<file path="config.mk">
export PLATFORM = sky130hd
export DESIGN_NAME = pipe_core
export DESIGN_NICKNAME = d
export VERILOG_FILES = /design/src/design/pipe_data_pkg.sv /design/src/design/pipe_isa_pkg.sv /design/src/design/decode_stage.sv /design/src/design/ex1_stage.sv /design/src/design/ex2_stage.sv /design/src/design/fetch_stage.sv /design/src/design/pipe_core.sv
export SDC_FILE = /design/constraint.sdc
export NUM_CORES = 1
export LEC_CHECK = 0
export BUFFER_PORTS_ARGS = -buffer_cell sky130_fd_sc_hd__buf_2
export CAP_MARGIN = 20
export CORE_MARGIN = 2
export CORE_UTILIZATION = 35
export DETAILED_ROUTE_END_ITERATION = 7
export PLACE_DENSITY = 0.52
export RECOVER_POWER = 50
export SLEW_MARGIN = 20
export SYNTH_ARGS = -nofsm -noshare
export SYNTH_HDL_FRONTEND = slang
export SYNTH_SLANG_ARGS = --single-unit
</file>
<file path="constraint.sdc">
create_clock -name CLK -period 2.65 [get_ports CLK]
set_clock_uncertainty 0.05 [all_clocks]
set_input_delay 0.53 -clock CLK [delete_from_list [all_inputs] [get_ports CLK]]
set_output_delay 0.53 -clock CLK [all_outputs]
set_load 0.03 [all_outputs]
</file>
<file path="src/design/pipe_data_pkg.sv">
/*
 * Datapath sizes of the five-stage pipeline
 * Data word, register index and program counter widths
 */
package pipe_data_pkg;

	// Default width of a register file entry
	localparam int DATA_W = 16;

	// Width of a register index in the instruction fields
	localparam int REG_AW = 4;

	// Default width of the fetch address
	localparam int PC_W = 8;

	// Number of entries in the register file
	// This matches the range of a REG_AW-bit index
	localparam int NUM_REGS = 16;

endpackage

</file>
<file path="src/design/pipe_isa_pkg.sv">
/*
 * Instruction set of the five-stage pipeline
 * Opcode flag positions, operand fields and the fixed constants of the two adders
 */
package pipe_isa_pkg;

	// Width of one instruction word on the fetch port
	localparam int INSTR_W = 32;

	// Opcodes are one-hot in the top nibble
	// A word with no opcode bit set is treated as a NOP
	localparam int OP_MOV_BIT  = 31;
	localparam int OP_SUB3_BIT = 30;
	localparam int OP_ADD4_BIT = 29;
	localparam int OP_ADD1_BIT = 28;

	// Destination register index starts at bit 4, source index at bit 0
	localparam int RA_LSB = 4;
	localparam int XA_LSB = 0;

	// Constant applied by the subtract unit in EX1
	localparam int EX1_DELTA = -3;
	// Constant applied by the add unit in EX2
	localparam int EX2_DELTA = 4;

	// Decoded opcode flags that travel down the pipe with each instruction
	// All flags low marks a NOP or a bubble
	typedef struct packed {
		logic mov;
		logic sub3;
		logic add4;
		logic add1;
	} op_t;

endpackage

</file>
<file path="src/design/decode_stage.sv">
/*
 * Decode stage
 * Register file with write-through bypass, hazard comparators and the stall rule
 * Loads the ID/EX1 register and inserts a bubble while stalled
 */
`timescale 1ns/1ps

module decode_stage #(
	parameter int DATA_W = pipe_data_pkg::DATA_W
) (
	input  logic                             CLK,
	input  logic                             RSTB,
	input  logic [pipe_isa_pkg::INSTR_W-1:0] id_instr,
	input  logic                             wb_write,
	input  logic [pipe_data_pkg::REG_AW-1:0] wb_ra,
	input  logic [DATA_W-1:0]                wb_rd,
	output logic                             stall,
	output pipe_isa_pkg::op_t                ex1_op,
	output logic [pipe_data_pkg::REG_AW-1:0] ex1_ra,
	output logic [DATA_W-1:0]                ex1_xd,
	output logic                             ex1_xmex1,
	output logic                             ex1_xmex2
);

	pipe_isa_pkg::op_t                id_op;
	logic [pipe_data_pkg::REG_AW-1:0] id_ra;
	logic [pipe_data_pkg::REG_AW-1:0] id_xa;
	// Local copy of the destination index now sitting in EX2
	logic [pipe_data_pkg::REG_AW-1:0] ex2_ra_q;
	logic [DATA_W-1:0]                id_xd;
	logic [DATA_W-1:0]                regs [pipe_data_pkg::NUM_REGS];

	// ----------------------------------------------------------------------
	// Field split
	// ----------------------------------------------------------------------
	always_comb
	begin
		id_op.mov  = id_instr[pipe_isa_pkg::OP_MOV_BIT];
		id_op.sub3 = id_instr[pipe_isa_pkg::OP_SUB3_BIT];
		id_op.add4 = id_instr[pipe_isa_pkg::OP_ADD4_BIT];
		id_op.add1 = id_instr[pipe_isa_pkg::OP_ADD1_BIT];
	end

	assign id_ra = id_instr[pipe_isa_pkg::RA_LSB +: pipe_data_pkg::REG_AW];
	assign id_xa = id_instr[pipe_isa_pkg::XA_LSB +: pipe_data_pkg::REG_AW];

	// Register read with write-through
	// A write landing on XA this cycle is passed on before it reaches the array
	assign id_xd = (wb_write && (wb_ra == id_xa)) ? wb_rd : regs[id_xa];

	// SUB3 and ADD1 need their operand at the start of EX1, but an ADD4 or
	// ADD1 in EX1 only has its result at the end of EX2
	// That one case costs a single cycle of stall
	assign stall = (id_xa == ex1_ra) & (id_op.sub3 | id_op.add1) &
		(ex1_op.add4 | ex1_op.add1);

	// ----------------------------------------------------------------------
	// Register file
	// ----------------------------------------------------------------------
	always_ff @(posedge CLK or negedge RSTB)
	begin
		if (!RSTB)
		begin
			for (int i = 0; i < pipe_data_pkg::NUM_REGS; i++)
			begin
				regs[i] <= '0;
			end
		end
		else if (wb_write)
		begin
			regs[wb_ra] <= wb_rd;
		end
	end

	// ----------------------------------------------------------------------
	// ID/EX1 register
	// ----------------------------------------------------------------------

	// Opcode flags are cleared under stall so a bubble enters EX1
	always_ff @(posedge CLK or negedge RSTB)
	begin
		if (!RSTB)
			ex1_op <= '0;
		else
			ex1_op <= stall ? '0 : id_op;
	end

	// Operand, index and match bits only matter alongside a live flag
	always_ff @(posedge CLK)
	begin
		ex1_ra <= id_ra;
		ex1_xd <= id_xd;
		// Match against EX1 now means a match against EX2 once we move up
		ex1_xmex1 <= (id_xa == ex1_ra);
		ex1_xmex2 <= (id_xa == ex2_ra_q);
		ex2_ra_q <= ex1_ra;
	end

endmodule

</file>
<file path="src/design/ex1_stage.sv">
/*
 * EX1 stage
 * Operand forwarding from EX2 and write-back, the subtract-3 unit and the EX1/EX2 register
 */
`timescale 1ns/1ps

module ex1_stage #(
	parameter int DATA_W = pipe_data_pkg::DATA_W
) (
	input  logic                             CLK,
	input  logic                             RSTB,
	input  pipe_isa_pkg::op_t                ex1_op,
	input  logic [pipe_data_pkg::REG_AW-1:0] ex1_ra,
	input  logic [DATA_W-1:0]                ex1_xd,
	input  logic                             ex1_xmex1,
	input  logic                             ex1_xmex2,
	input  logic [DATA_W-1:0]                ex2_fwd,
	input  logic                             wb_write,
	input  logic [DATA_W-1:0]                wb_rd,
	output pipe_isa_pkg::op_t                ex2_op,
	output logic [pipe_data_pkg::REG_AW-1:0] ex2_ra,
	output logic [DATA_W-1:0]                ex2_xd,
	output logic                             ex2_xmex1
);

	logic              fwd_ex2;
	logic              fwd_wb;
	logic [DATA_W-1:0] operand;
	logic [DATA_W-1:0] diff;
	logic [DATA_W-1:0] result;

	// ----------------------------------------------------------------------
	// Priority and forwarding muxes
	// ----------------------------------------------------------------------

	// EX2 holds the younger value, so it wins over write-back
	// Only SUB3 and MOV have a final value while still in EX2
	assign fwd_ex2 = ex1_xmex1 & (ex2_op.sub3 | ex2_op.mov);
	assign fwd_wb  = ex1_xmex2 & wb_write;

	always_comb
	begin
		if (fwd_ex2)
			operand = ex2_fwd;
		else if (fwd_wb)
			operand = wb_rd;
		else
			operand = ex1_xd;
	end

	// Subtract-3 unit used by SUB3 and by the first half of ADD1
	assign diff = operand + DATA_W'(pipe_isa_pkg::EX1_DELTA);
	assign result = (ex1_op.sub3 | ex1_op.add1) ? diff : operand;

	// ----------------------------------------------------------------------
	// EX1/EX2 register
	// ----------------------------------------------------------------------
	always_ff @(posedge CLK or negedge RSTB)
	begin
		if (!RSTB)
			ex2_op <= '0;
		else
			ex2_op <= ex1_op;
	end

	always_ff @(posedge CLK)
	begin
		ex2_ra <= ex1_ra;
		ex2_xd <= result;
		ex2_xmex1 <= ex1_xmex1;
	end

endmodule

</file>
<file path="src/design/ex2_stage.sv">
/*
 * EX2 stage
 * Write-back forwarding, the add-4 unit and the EX2/WB register that drives write-back
 */
`timescale 1ns/1ps

module ex2_stage #(
	parameter int DATA_W = pipe_data_pkg::DATA_W
) (
	input  logic                             CLK,
	input  logic                             RSTB,
	input  pipe_isa_pkg::op_t                ex2_op,
	input  logic [pipe_data_pkg::REG_AW-1:0] ex2_ra,
	input  logic [DATA_W-1:0]                ex2_xd,
	input  logic                             ex2_xmex1,
	output logic [DATA_W-1:0]                ex2_fwd,
	output logic                             wb_write,
	output logic [pipe_data_pkg::REG_AW-1:0] wb_ra,
	output logic [DATA_W-1:0]                wb_rd
);

	logic [DATA_W-1:0] sum;
	logic [DATA_W-1:0] result;

	// ----------------------------------------------------------------------
	// Write-back forwarding and add-4 unit
	// ----------------------------------------------------------------------

	// ADD4 and MOV skipped the EX1 unit, so they can still pick up a value
	// the instruction ahead of them is writing right now
	// The same corrected operand feeds the EX2-to-EX1 path
	assign ex2_fwd = (ex2_xmex1 & (ex2_op.add4 | ex2_op.mov) & wb_write) ?
		wb_rd : ex2_xd;

	// ADD1 finishes here after its subtract-3 in EX1
	assign sum = ex2_fwd + DATA_W'(pipe_isa_pkg::EX2_DELTA);
	assign result = (ex2_op.add4 | ex2_op.add1) ? sum : ex2_fwd;

	// ----------------------------------------------------------------------
	// EX2/WB register
	// ----------------------------------------------------------------------

	// Every real opcode writes its destination, bubbles and NOPs do not
	always_ff @(posedge CLK or negedge RSTB)
	begin
		if (!RSTB)
			wb_write <= 1'b0;
		else
			wb_write <= |ex2_op;
	end

	always_ff @(posedge CLK)
	begin
		wb_ra <= ex2_ra;
		wb_rd <= result;
	end

endmodule

</file>
<file path="src/design/fetch_stage.sv">
/*
 * Fetch stage
 * Program counter and the IF/ID register, both frozen while decode stalls
 */
`timescale 1ns/1ps

module fetch_stage #(
	parameter int PC_W = pipe_data_pkg::PC_W
) (
	input  logic                             CLK,
	input  logic                             RSTB,
	input  logic                             stall,
	input  logic [pipe_isa_pkg::INSTR_W-1:0] instr,
	output logic [PC_W-1:0]                  pc,
	output logic [pipe_isa_pkg::INSTR_W-1:0] id_instr
);

	// ----------------------------------------------------------------------
	// PC and IF/ID register
	// ----------------------------------------------------------------------

	// The instruction memory sits outside the core and answers pc in the
	// same cycle, so instr is captured straight into the IF/ID register
	always_ff @(posedge CLK or negedge RSTB)
	begin
		if (!RSTB)
		begin
			pc <= '0;
			// An all-zero word has no opcode bit and decodes as a NOP
			id_instr <= '0;
		end
		else if (!stall)
		begin
			pc <= pc + 1'b1;
			id_instr <= instr;
		end
		// On a stall both registers hold, so the dependent instruction
		// is decoded again next cycle and the word at pc is fetched again
	end

endmodule

</file>
<file path="src/design/pipe_core.sv">
/*
 * Five-stage pipeline core
 * Fetch, decode, EX1, EX2 and write-back for MOV, SUB3, ADD4 and ADD1
 */
`timescale 1ns/1ps

module pipe_core #(
	parameter int DATA_W = pipe_data_pkg::DATA_W,
	parameter int PC_W   = pipe_data_pkg::PC_W
) (
	input  logic                             CLK,
	input  logic                             RSTB,
	input  logic [pipe_isa_pkg::INSTR_W-1:0] instr,
	output logic [PC_W-1:0]                  pc,
	output logic                             wb_write,
	output logic [pipe_data_pkg::REG_AW-1:0] wb_ra,
	output logic [DATA_W-1:0]                wb_rd
);

	// IF/ID and stall feedback
	logic                             stall;
	logic [pipe_isa_pkg::INSTR_W-1:0] id_instr;

	// ID/EX1
	pipe_isa_pkg::op_t                ex1_op;
	logic [pipe_data_pkg::REG_AW-1:0] ex1_ra;
	logic [DATA_W-1:0]                ex1_xd;
	logic                             ex1_xmex1;
	logic                             ex1_xmex2;

	// EX1/EX2 and the EX2-to-EX1 forwarding path
	pipe_isa_pkg::op_t                ex2_op;
	logic [pipe_data_pkg::REG_AW-1:0] ex2_ra;
	logic [DATA_W-1:0]                ex2_xd;
	logic                             ex2_xmex1;
	logic [DATA_W-1:0]                ex2_fwd;

	// ----------------------------------------------------------------------
	// Stages
	// ----------------------------------------------------------------------
	fetch_stage #(.PC_W(PC_W)) u_fetch (
		.CLK(CLK), .RSTB(RSTB), .stall(stall), .instr(instr),
		.pc(pc), .id_instr(id_instr)
	);

	// Decode also owns the register file, written from the write-back port
	decode_stage #(.DATA_W(DATA_W)) u_decode (
		.CLK(CLK), .RSTB(RSTB), .id_instr(id_instr),
		.wb_write(wb_write), .wb_ra(wb_ra), .wb_rd(wb_rd),
		.stall(stall), .ex1_op(ex1_op), .ex1_ra(ex1_ra), .ex1_xd(ex1_xd),
		.ex1_xmex1(ex1_xmex1), .ex1_xmex2(ex1_xmex2)
	);

	ex1_stage #(.DATA_W(DATA_W)) u_ex1 (
		.CLK(CLK), .RSTB(RSTB), .ex1_op(ex1_op), .ex1_ra(ex1_ra), .ex1_xd(ex1_xd),
		.ex1_xmex1(ex1_xmex1), .ex1_xmex2(ex1_xmex2), .ex2_fwd(ex2_fwd),
		.wb_write(wb_write), .wb_rd(wb_rd),
		.ex2_op(ex2_op), .ex2_ra(ex2_ra), .ex2_xd(ex2_xd), .ex2_xmex1(ex2_xmex1)
	);

	// The EX2/WB register inside this stage is the write-back port itself
	ex2_stage #(.DATA_W(DATA_W)) u_ex2 (
		.CLK(CLK), .RSTB(RSTB), .ex2_op(ex2_op), .ex2_ra(ex2_ra), .ex2_xd(ex2_xd),
		.ex2_xmex1(ex2_xmex1), .ex2_fwd(ex2_fwd),
		.wb_write(wb_write), .wb_ra(wb_ra), .wb_rd(wb_rd)
	);

endmodule

</file>
==> metrics.csv, run 1 <==
metric,value,unit
RR Endpoint,u_ex1.ex2_xd[10],
post-DR wirelength/cell,21.62,microns
DRT Pass-1 Iters,4,
Hold EP,u_fetch.id_instr[28],
layout cells sized above 1,0.4910,
WHS,0.1427,ns
FP Rows,77,
post-detail-place hpwl,23800,microns
share of synthesized area occupied by flip-flops and latches,0.5368,
Worst Tran Pin Value,1.493,ns
Vert. Die Dim,215.4,microns
leading cell types by total area after synthesis,"dfrtp_1 46%, mux2_2 21%, mux4_2 12%, dfxtp_1 8.1%, xnor2_1 1.6%",
number of antenna violations at the first check in global routing,3,
R2R Setup Slk,0.15,ns
critical path start-end classification,reg2reg,
maximum frequency from static timing analysis,399.9,MHz
Yosys warning count,0,
data arrival at the endpoint of the critical path,2.93,ns
cell with the largest stage delay on the worst path,a221o_1,
maximum number of pins on one net before global-route repair,72,
post-layout minimum cycle time,2.501,ns
"Core Util, Final",0.4159,
number of I/O port buffers,42,
number of nets with antenna violations after routing,0,
clock root buffer,clkbuf_16,
via density per instance,5.139,
footprint of the multi-input gates,0.006938,sq mm
Leak,7.848,nW
DRT iter0 DRCs,537,
number of nets in the layout,1172,
Slew HR,0.004631,
cell taking the most area after synthesis,dfrtp_1,
total global routing track utilization,0.1689,
area of the mapped netlist,0.01563,sq mm
CP Capture Type,flip-flop,
FF+latch area,0.008398,sq mm
share of Yosys cell area claimed by the top area cell type,0.4561,
sum of negative setup slack,0,ns
count of final setup violators,0,
number of distinct library cells after synthesis,54,
critical path cell sequence,o211ai_4 -> buf_4 -> mux2i_1 -> a221o_1 -> nor4_4 -> and4bb_1 -> xor2_1,
final hold viol count,0,
final-report max-slew violation count,0,
Longest Clk Path Bufs,3,
clock latency on the worst-skew pair,0.55,ns
number of inserted filler cells in the final layout,4172,
count of inserted antenna diode cells,0,
mean instance size in the synthesized netlist,14.69,sq um
depth of the worst register-to-register path,7,
area delta synth->final,17.37,%
startpoint of the worst hold path,instr[28],
failing checks,capacitance limit,
number of synthesized flops with an enable pin,0,
Synth async-reset ratio,0.8190,
synthesized net count,1100,
Num CTS Buffers,41,
Placement Cell Area,0.01695,sq mm
HP Class,in2reg,
most frequently used flop master after synthesis,dfrtp_1,
launching element type of the critical path,flip-flop,
peak supply drop,754.8,uV
Clock Pin Slew Worst Setup and Hold Paths,0.06,ns
detailed-route wire length,38080,microns
starting utilization of the core area,0.3543,
highest net fanout along the worst path,5,
Core ar.,0.04412,sq mm
count of state elements after synthesis,348,
max-cap viol count,1,
TritonCTS clock tree,yes,
worst hold path stage count,3,
number of global-route vias before repair,9611,
post-route worst setup slack,0.1491,ns
number of remaining DRC errors,0,
clock sinks,348,
area of the die,0.04638,sq mm
Worst Path Required,3.08,ns
routability-driven placement congestion ratio,0.8445,
reg-to-reg startpoint,u_ex1.ex2_op[3],
design area,0.01835,sq mm
post-placement setup slack,0.1193,ns
number of H-tree levels,2,
post-CTS setup buffers,0,
top-level I/O count,63,
Post-Synthesis Cells,1064,
total number of vias,9050,
run status,finished with violations,
power per unit of standard cell area,1137,mW/mm^2
floorplan die width,215.4,microns
remaining global-route overflow,0,
CP max stage delay,0.52,ns
wire length of the first global-routing pass,59730,microns
final clock period utilization by the worst path,0.9438,
==> cell families (layout without fill, tap and decap cells) <==
logic type                 after synthesis  in the layout  synth area share
buffers and inverters                   86            191           0.02337
AOI/OAI and AO/OA                       45             45           0.02329
DFF                                    348            348            0.5368
and+or+nand+nor                        147            147           0.05314
xor gates and xnor gates                53             53           0.02969
muxes                                  383            383            0.3321
adders and majority gates                2              2          0.001600
==> Yosys cell counts, types with 7 or more instances <==
cell type    n
buf_1       11
dfrtp_1    285
mux2i_1     17
xnor2_1     28
clkbuf_1    53
nand2_1     35
or3_1        7
mux4_2      80
dfxtp_1     63
xor2_1      25
nor3_1      11
buf_2       19
mux2_2     286
nor2_1      39
==> final cells by class <==
| class | count | area share |
|---|---|---|
| Clock buffer | 65 | 0.06703 |
| Clock inverter | 11 | 0.007228 |
| Multi-Input combinational cell | 630 | 0.3781 |
| Sequential cell | 348 | 0.4577 |
| Tap cell | 592 | 0.04037 |
| Timing Repair Buffer | 115 | 0.04964 |
==> worst max-delay path, delay by kind of cell (launching register included) <==
family,cells,cell delay [ns]
compound gates,2,0.80
simple gates,2,0.61
xor+xnor,1,0.14
buf+inv,1,0.19
mux,1,0.16
flops,1,0.47
==> registers in the layout (all words and copies together), names as in the netlist <==
signal	flops
u_ex2.wb_write	1
u_decode.ex1_op	4
u_decode.ex1_xmex2	1
u_ex1.ex2_ra	4
u_decode.ex1_xmex1	1
u_ex1.ex2_op	4
u_ex1.ex2_xmex1	1
u_decode.ex1_xd	16
u_ex1.ex2_xd	16
u_fetch.pc	8
u_ex2.wb_ra	4
u_ex2.wb_rd	16
u_decode.regs	256
u_fetch.id_instr	12
u_decode.ex1_ra	4
==> metal layers <==
layer,share of wire,track usage,vias to the layer above
met3,0.065,0.03680,47
met1,0.47,0.2432,4764
met2,0.45,0.2575,174
met4,0.018,0.04667,0
met5,0,0,-
li1,-,-,4065
==> how the worst max path moves through the flow <==
stage / from / cells past startpoint / endpoint
global route: u_ex1.ex2_op[3] / 7 / u_ex1.ex2_xd[10]
global placement: u_fetch.id_instr[0] / 7 / u_fetch.id_instr[1]
detailed placement: u_fetch.id_instr[0] / 7 / u_fetch.id_instr[0]
CTS: u_fetch.id_instr[0] / 7 / u_fetch.id_instr[1]
finish: u_ex1.ex2_op[3] / 7 / u_ex1.ex2_xd[10]
floorplan: u_ex2.wb_write / 9 / u_ex1.ex2_xd[10]
==> per-stage QoR <==
step           instances  total power, mW
2_1_floorplan       1064            13.36
3_3_place_gp        1684            15.13
3_5_place_dp        1684            15.29
4_1_cts             1761            21.08
5_1_grt             1761            22.12
6_report            1761            20.87
==> cells in the final DEF, fill, tap and decap left out, types with 6 or more instances in the layout <==
cell,count
mux2i_1,17
nor2_2,9
dfrtp_1,283
nor3_1,11
dfxtp_1,63
nand2_1,35
o21ai_0,6
clkbuf_16,44
clkinv_2,6
mux2_2,286
buf_2,41
clkbuf_1,16
or3_1,7
buf_12,12
xor2_1,25
mux4_2,80
o22ai_1,6
o21a_1,6
nor2_1,30
buf_4,60
xnor2_1,28
nand2b_1,6
==> power by group <==
group	internal (mW)	switching, mW	leakage [nW]
combinational	3.47	2.82	3.09
clock	3.48	2.22	0.669
sequential	7.59	1.28	4.09
==> timing repair <==
action	CTS	global route
endpoints found under the setup margin	0	18
endpoints found under the hold margin	45	0
resized for setup	0	7
hold buffers	1	0
Power figures use the tool's default switching activity.
==> inputs of run 2 (changes only) <==
--- a/config.mk
+++ b/config.mk
@@ -11,8 +11,8 @@
 export CORE_UTILIZATION = 35
 export DETAILED_ROUTE_END_ITERATION = 7
 export PLACE_DENSITY = 0.52
-export RECOVER_POWER = 50
 export SLEW_MARGIN = 20
 export SYNTH_ARGS = -nofsm -noshare
 export SYNTH_HDL_FRONTEND = slang
+export SYNTH_HIERARCHICAL = 1
 export SYNTH_SLANG_ARGS = --single-unit
==> constraint.sdc (replaced) <==
create_clock -name CLK -period 2.3 [get_ports CLK]
set_clock_uncertainty 0.05 [all_clocks]
set_input_delay 0.46 -clock CLK [delete_from_list [all_inputs] [get_ports CLK]]
set_output_delay 0.46 -clock CLK [all_outputs]
set_load 0.03 [all_outputs]
==> run 2 against run 1 <==
  * The flow finishes with violations (setup timing)
  * Via count increased by 13%
  * Global-route usage increased by 1.3 points
  * Combinational power increased by 40%
  * Worst hold slack got worse by 0.074 ns
  * Count of clock-buffer cells in the layout increased by 2
  * First-iteration DRC count decreased by 6.1%
  * Critical path depth increased by 1
  * Sequential cell count increased by 4
  * Maximum frequency decreased by 9.7%
  * Cell count increased by 12%
  * Area after synthesis increased by 5.1%
  * Highest routed layer unchanged
==> metrics.csv, run 2 <==
metric,value,unit
register with the most flip-flops,u_decode/regs,
highest net fanout along the worst path,6,
final clock period utilization by the worst path,1.205,
sum of negative setup slack,-3.767,ns
final-report max-slew violation count,0,
routability-driven placement congestion ratio,0.8554,
clock latency on the worst-skew pair,0.57,ns
failing checks,setup timing,
most frequent cells in the layout,"281 x dfrtp_1, 278 x mux2_2, 138 x buf_4",
Leak,8.738,nW
critical path cell sequence,o211a_4 -> mux2i_2 -> inv_1 -> or3_4 -> or4_4 -> o31ai_4 -> a211oi_4 -> or4_1,
TritonCTS clock tree,yes,
Longest Clk Path Bufs,3,
Worst Path Required,2.68,ns
total number of vias,10200,
mean instance size in the synthesized netlist,14.13,sq um
launching element type of the critical path,flip-flop,
wire length of the first global-routing pass,66210,microns
detailed-route wire length,43010,microns
number of inserted filler cells in the final layout,4273,
post-layout minimum cycle time,2.771,ns
Core ar.,0.04646,sq mm
area delta synth->final,20.99,%
CP startpoint,u_ex1/ex2_op[1],
maximum frequency from static timing analysis,360.9,MHz
via density per instance,5.185,
CP Capture Type,flip-flop,
Slew HR,0.5951,
area of the mapped netlist,0.01644,sq mm
FP Rows,79,
CP max stage delay,0.53,ns
power per unit of standard cell area,1272,mW/mm^2
post-route worst setup slack,-0.4710,ns
peak supply drop,694.8,uV
floorplan die width,220.7,microns
Clock Pin Slew Worst Setup and Hold Paths,0.06,ns
number of nets with antenna violations after routing,0,
final hold viol count,0,
WP buf/inv,1,
R2R Setup Slk,-0.47,ns
clock root buffer,clkbuf_16,
number of global-route vias before repair,10940,
Yosys warning count,6,
top-level I/O count,63,
Post-Synthesis Cells,1163,
HP Class,in2reg,
RSZ-0062 raised after global routing,yes,
Worst Tran Pin Value,0.6052,ns
run status,finished with violations,
critical path start-end classification,reg2reg,
remaining global-route overflow,0,
worst hold path stage count,2,
RR Endpoint,u_ex1/ex2_xd[12],
Hold EP,u_fetch/id_instr[0],
"commonest non-fill, non-tap cell in the layout",dfrtp_1,
Num CTS Buffers,41,
depth of the worst register-to-register path,8,
maximum number of pins on one net before global-route repair,74,
gate family responsible for the most delay along the worst path,simple AND/OR/NAND/NOR gates,
number of nets in the layout,1365,
DRT Pass-1 Iters,4,
max-cap viol count,0,
area of the die,0.04871,sq mm
number of H-tree levels,2,
data arrival at the endpoint of the critical path,3.15,ns
DRT iter0 DRCs,504,
synthesized net count,1200,
startpoint of the worst hold path,instr[0],
count of inserted antenna diode cells,0,
reg-to-reg startpoint,u_ex1/ex2_op[1],
layout cells sized above 1,0.4846,
number of remaining DRC errors,0,
post-detail-place hpwl,28960,microns
cell with the largest stage delay on the worst path,or4_1,
flip-flop count of the largest register after layout,256,
post-DR wirelength/cell,21.87,microns
count of final setup violators,11,
Vert. Die Dim,220.7,microns
starting utilization of the core area,0.3538,
total global routing track utilization,0.1815,
number of antenna violations at the first check in global routing,1,
clock sinks,352,
WHS,0.06818,ns
number of I/O port buffers,42,
run 2: changes by cell type in the layout (fill, tap and decap cells not counted), sizes merged, moves of 10 or more:
cell   before  now
mux4       80   64
nand2      35   73
buf       113  201
inv         1   13
nor2       39   26
mux2i      17   59
a31oi       0   10
run 2: layer usage:
metal / part of all wire / vias up / global-route usage / wire length (microns)
met3: 0.030 / 57 / 0.02625 / 1293
li1: - / 4626 / - / -
met4: 0.020 / 0 / 0.05644 / 866
met5: 0 / - / 0 / 0
met1: 0.47 / 5355 / 0.2497 / 20180
met2: 0.48 / 160 / 0.2966 / 20670
run 2: worst max path at each step:
stage	end	slack [ns]	depth (start not counted)
finish	u_ex1/ex2_xd[12]	-0.47	8
detailed placement	u_ex1/ex2_xd[12]	-0.48	8
global placement	u_ex1/ex2_xd[12]	-0.37	8
CTS	u_ex1/ex2_xd[12]	-0.43	8
floorplan	u_ex1/ex2_xd[6]	-0.63	13
global route	u_ex1/ex2_xd[12]	-0.54	8
run 2: layout make-up:
type                    instances  area, sq um  area share
inverters                      11        41.29    0.002076
clock buffers                  67         1195     0.06009
well taps                     607        759.5     0.03819
clock inverters                 8        73.82    0.003712
repair buffers                203         1642     0.08255
multi-input cells             719         7692      0.3868
flip-flops and latches        352         8483      0.4266
run 2: report_power, final:
part / internal (mW) / leakage [nW] / switching (mW)
logic: 4.64 / 4.01 / 4.17
registers: 8.81 / 4.12 / 1.49
clock network: 3.57 / 0.611 / 2.60
total: 17.0 / 8.74 / 8.26
run 2: timing repair:
item	4_1_cts	5_1_grt
hold buffers	1	0
hold endpoints to repair	43	0
buffers inserted	7	3
resized for setup	16	28
endpoints found under the setup margin	16	15
gates cloned	0	1
pin swaps	15	12
run 2: per-stage QoR:
| step | cell area (sq um) | power (mW) | cells | util | setup WS, ns |
|---|---|---|---|---|---|
| global placement | 18310 | 18.71 | 1881 | 0.3942 | -0.3746 |
| global route | 19890 | 26.79 | 1967 | 0.4281 | -0.5428 |
| finish | 19890 | 25.29 | 1967 | 0.4281 | -0.4710 |
| floorplan | 16450 | 15.75 | 1163 | - | -0.6320 |
| CTS | 19710 | 25.31 | 1964 | 0.4243 | -0.4348 |
| detailed placement | 18310 | 18.90 | 1881 | 0.3942 | -0.4774 |
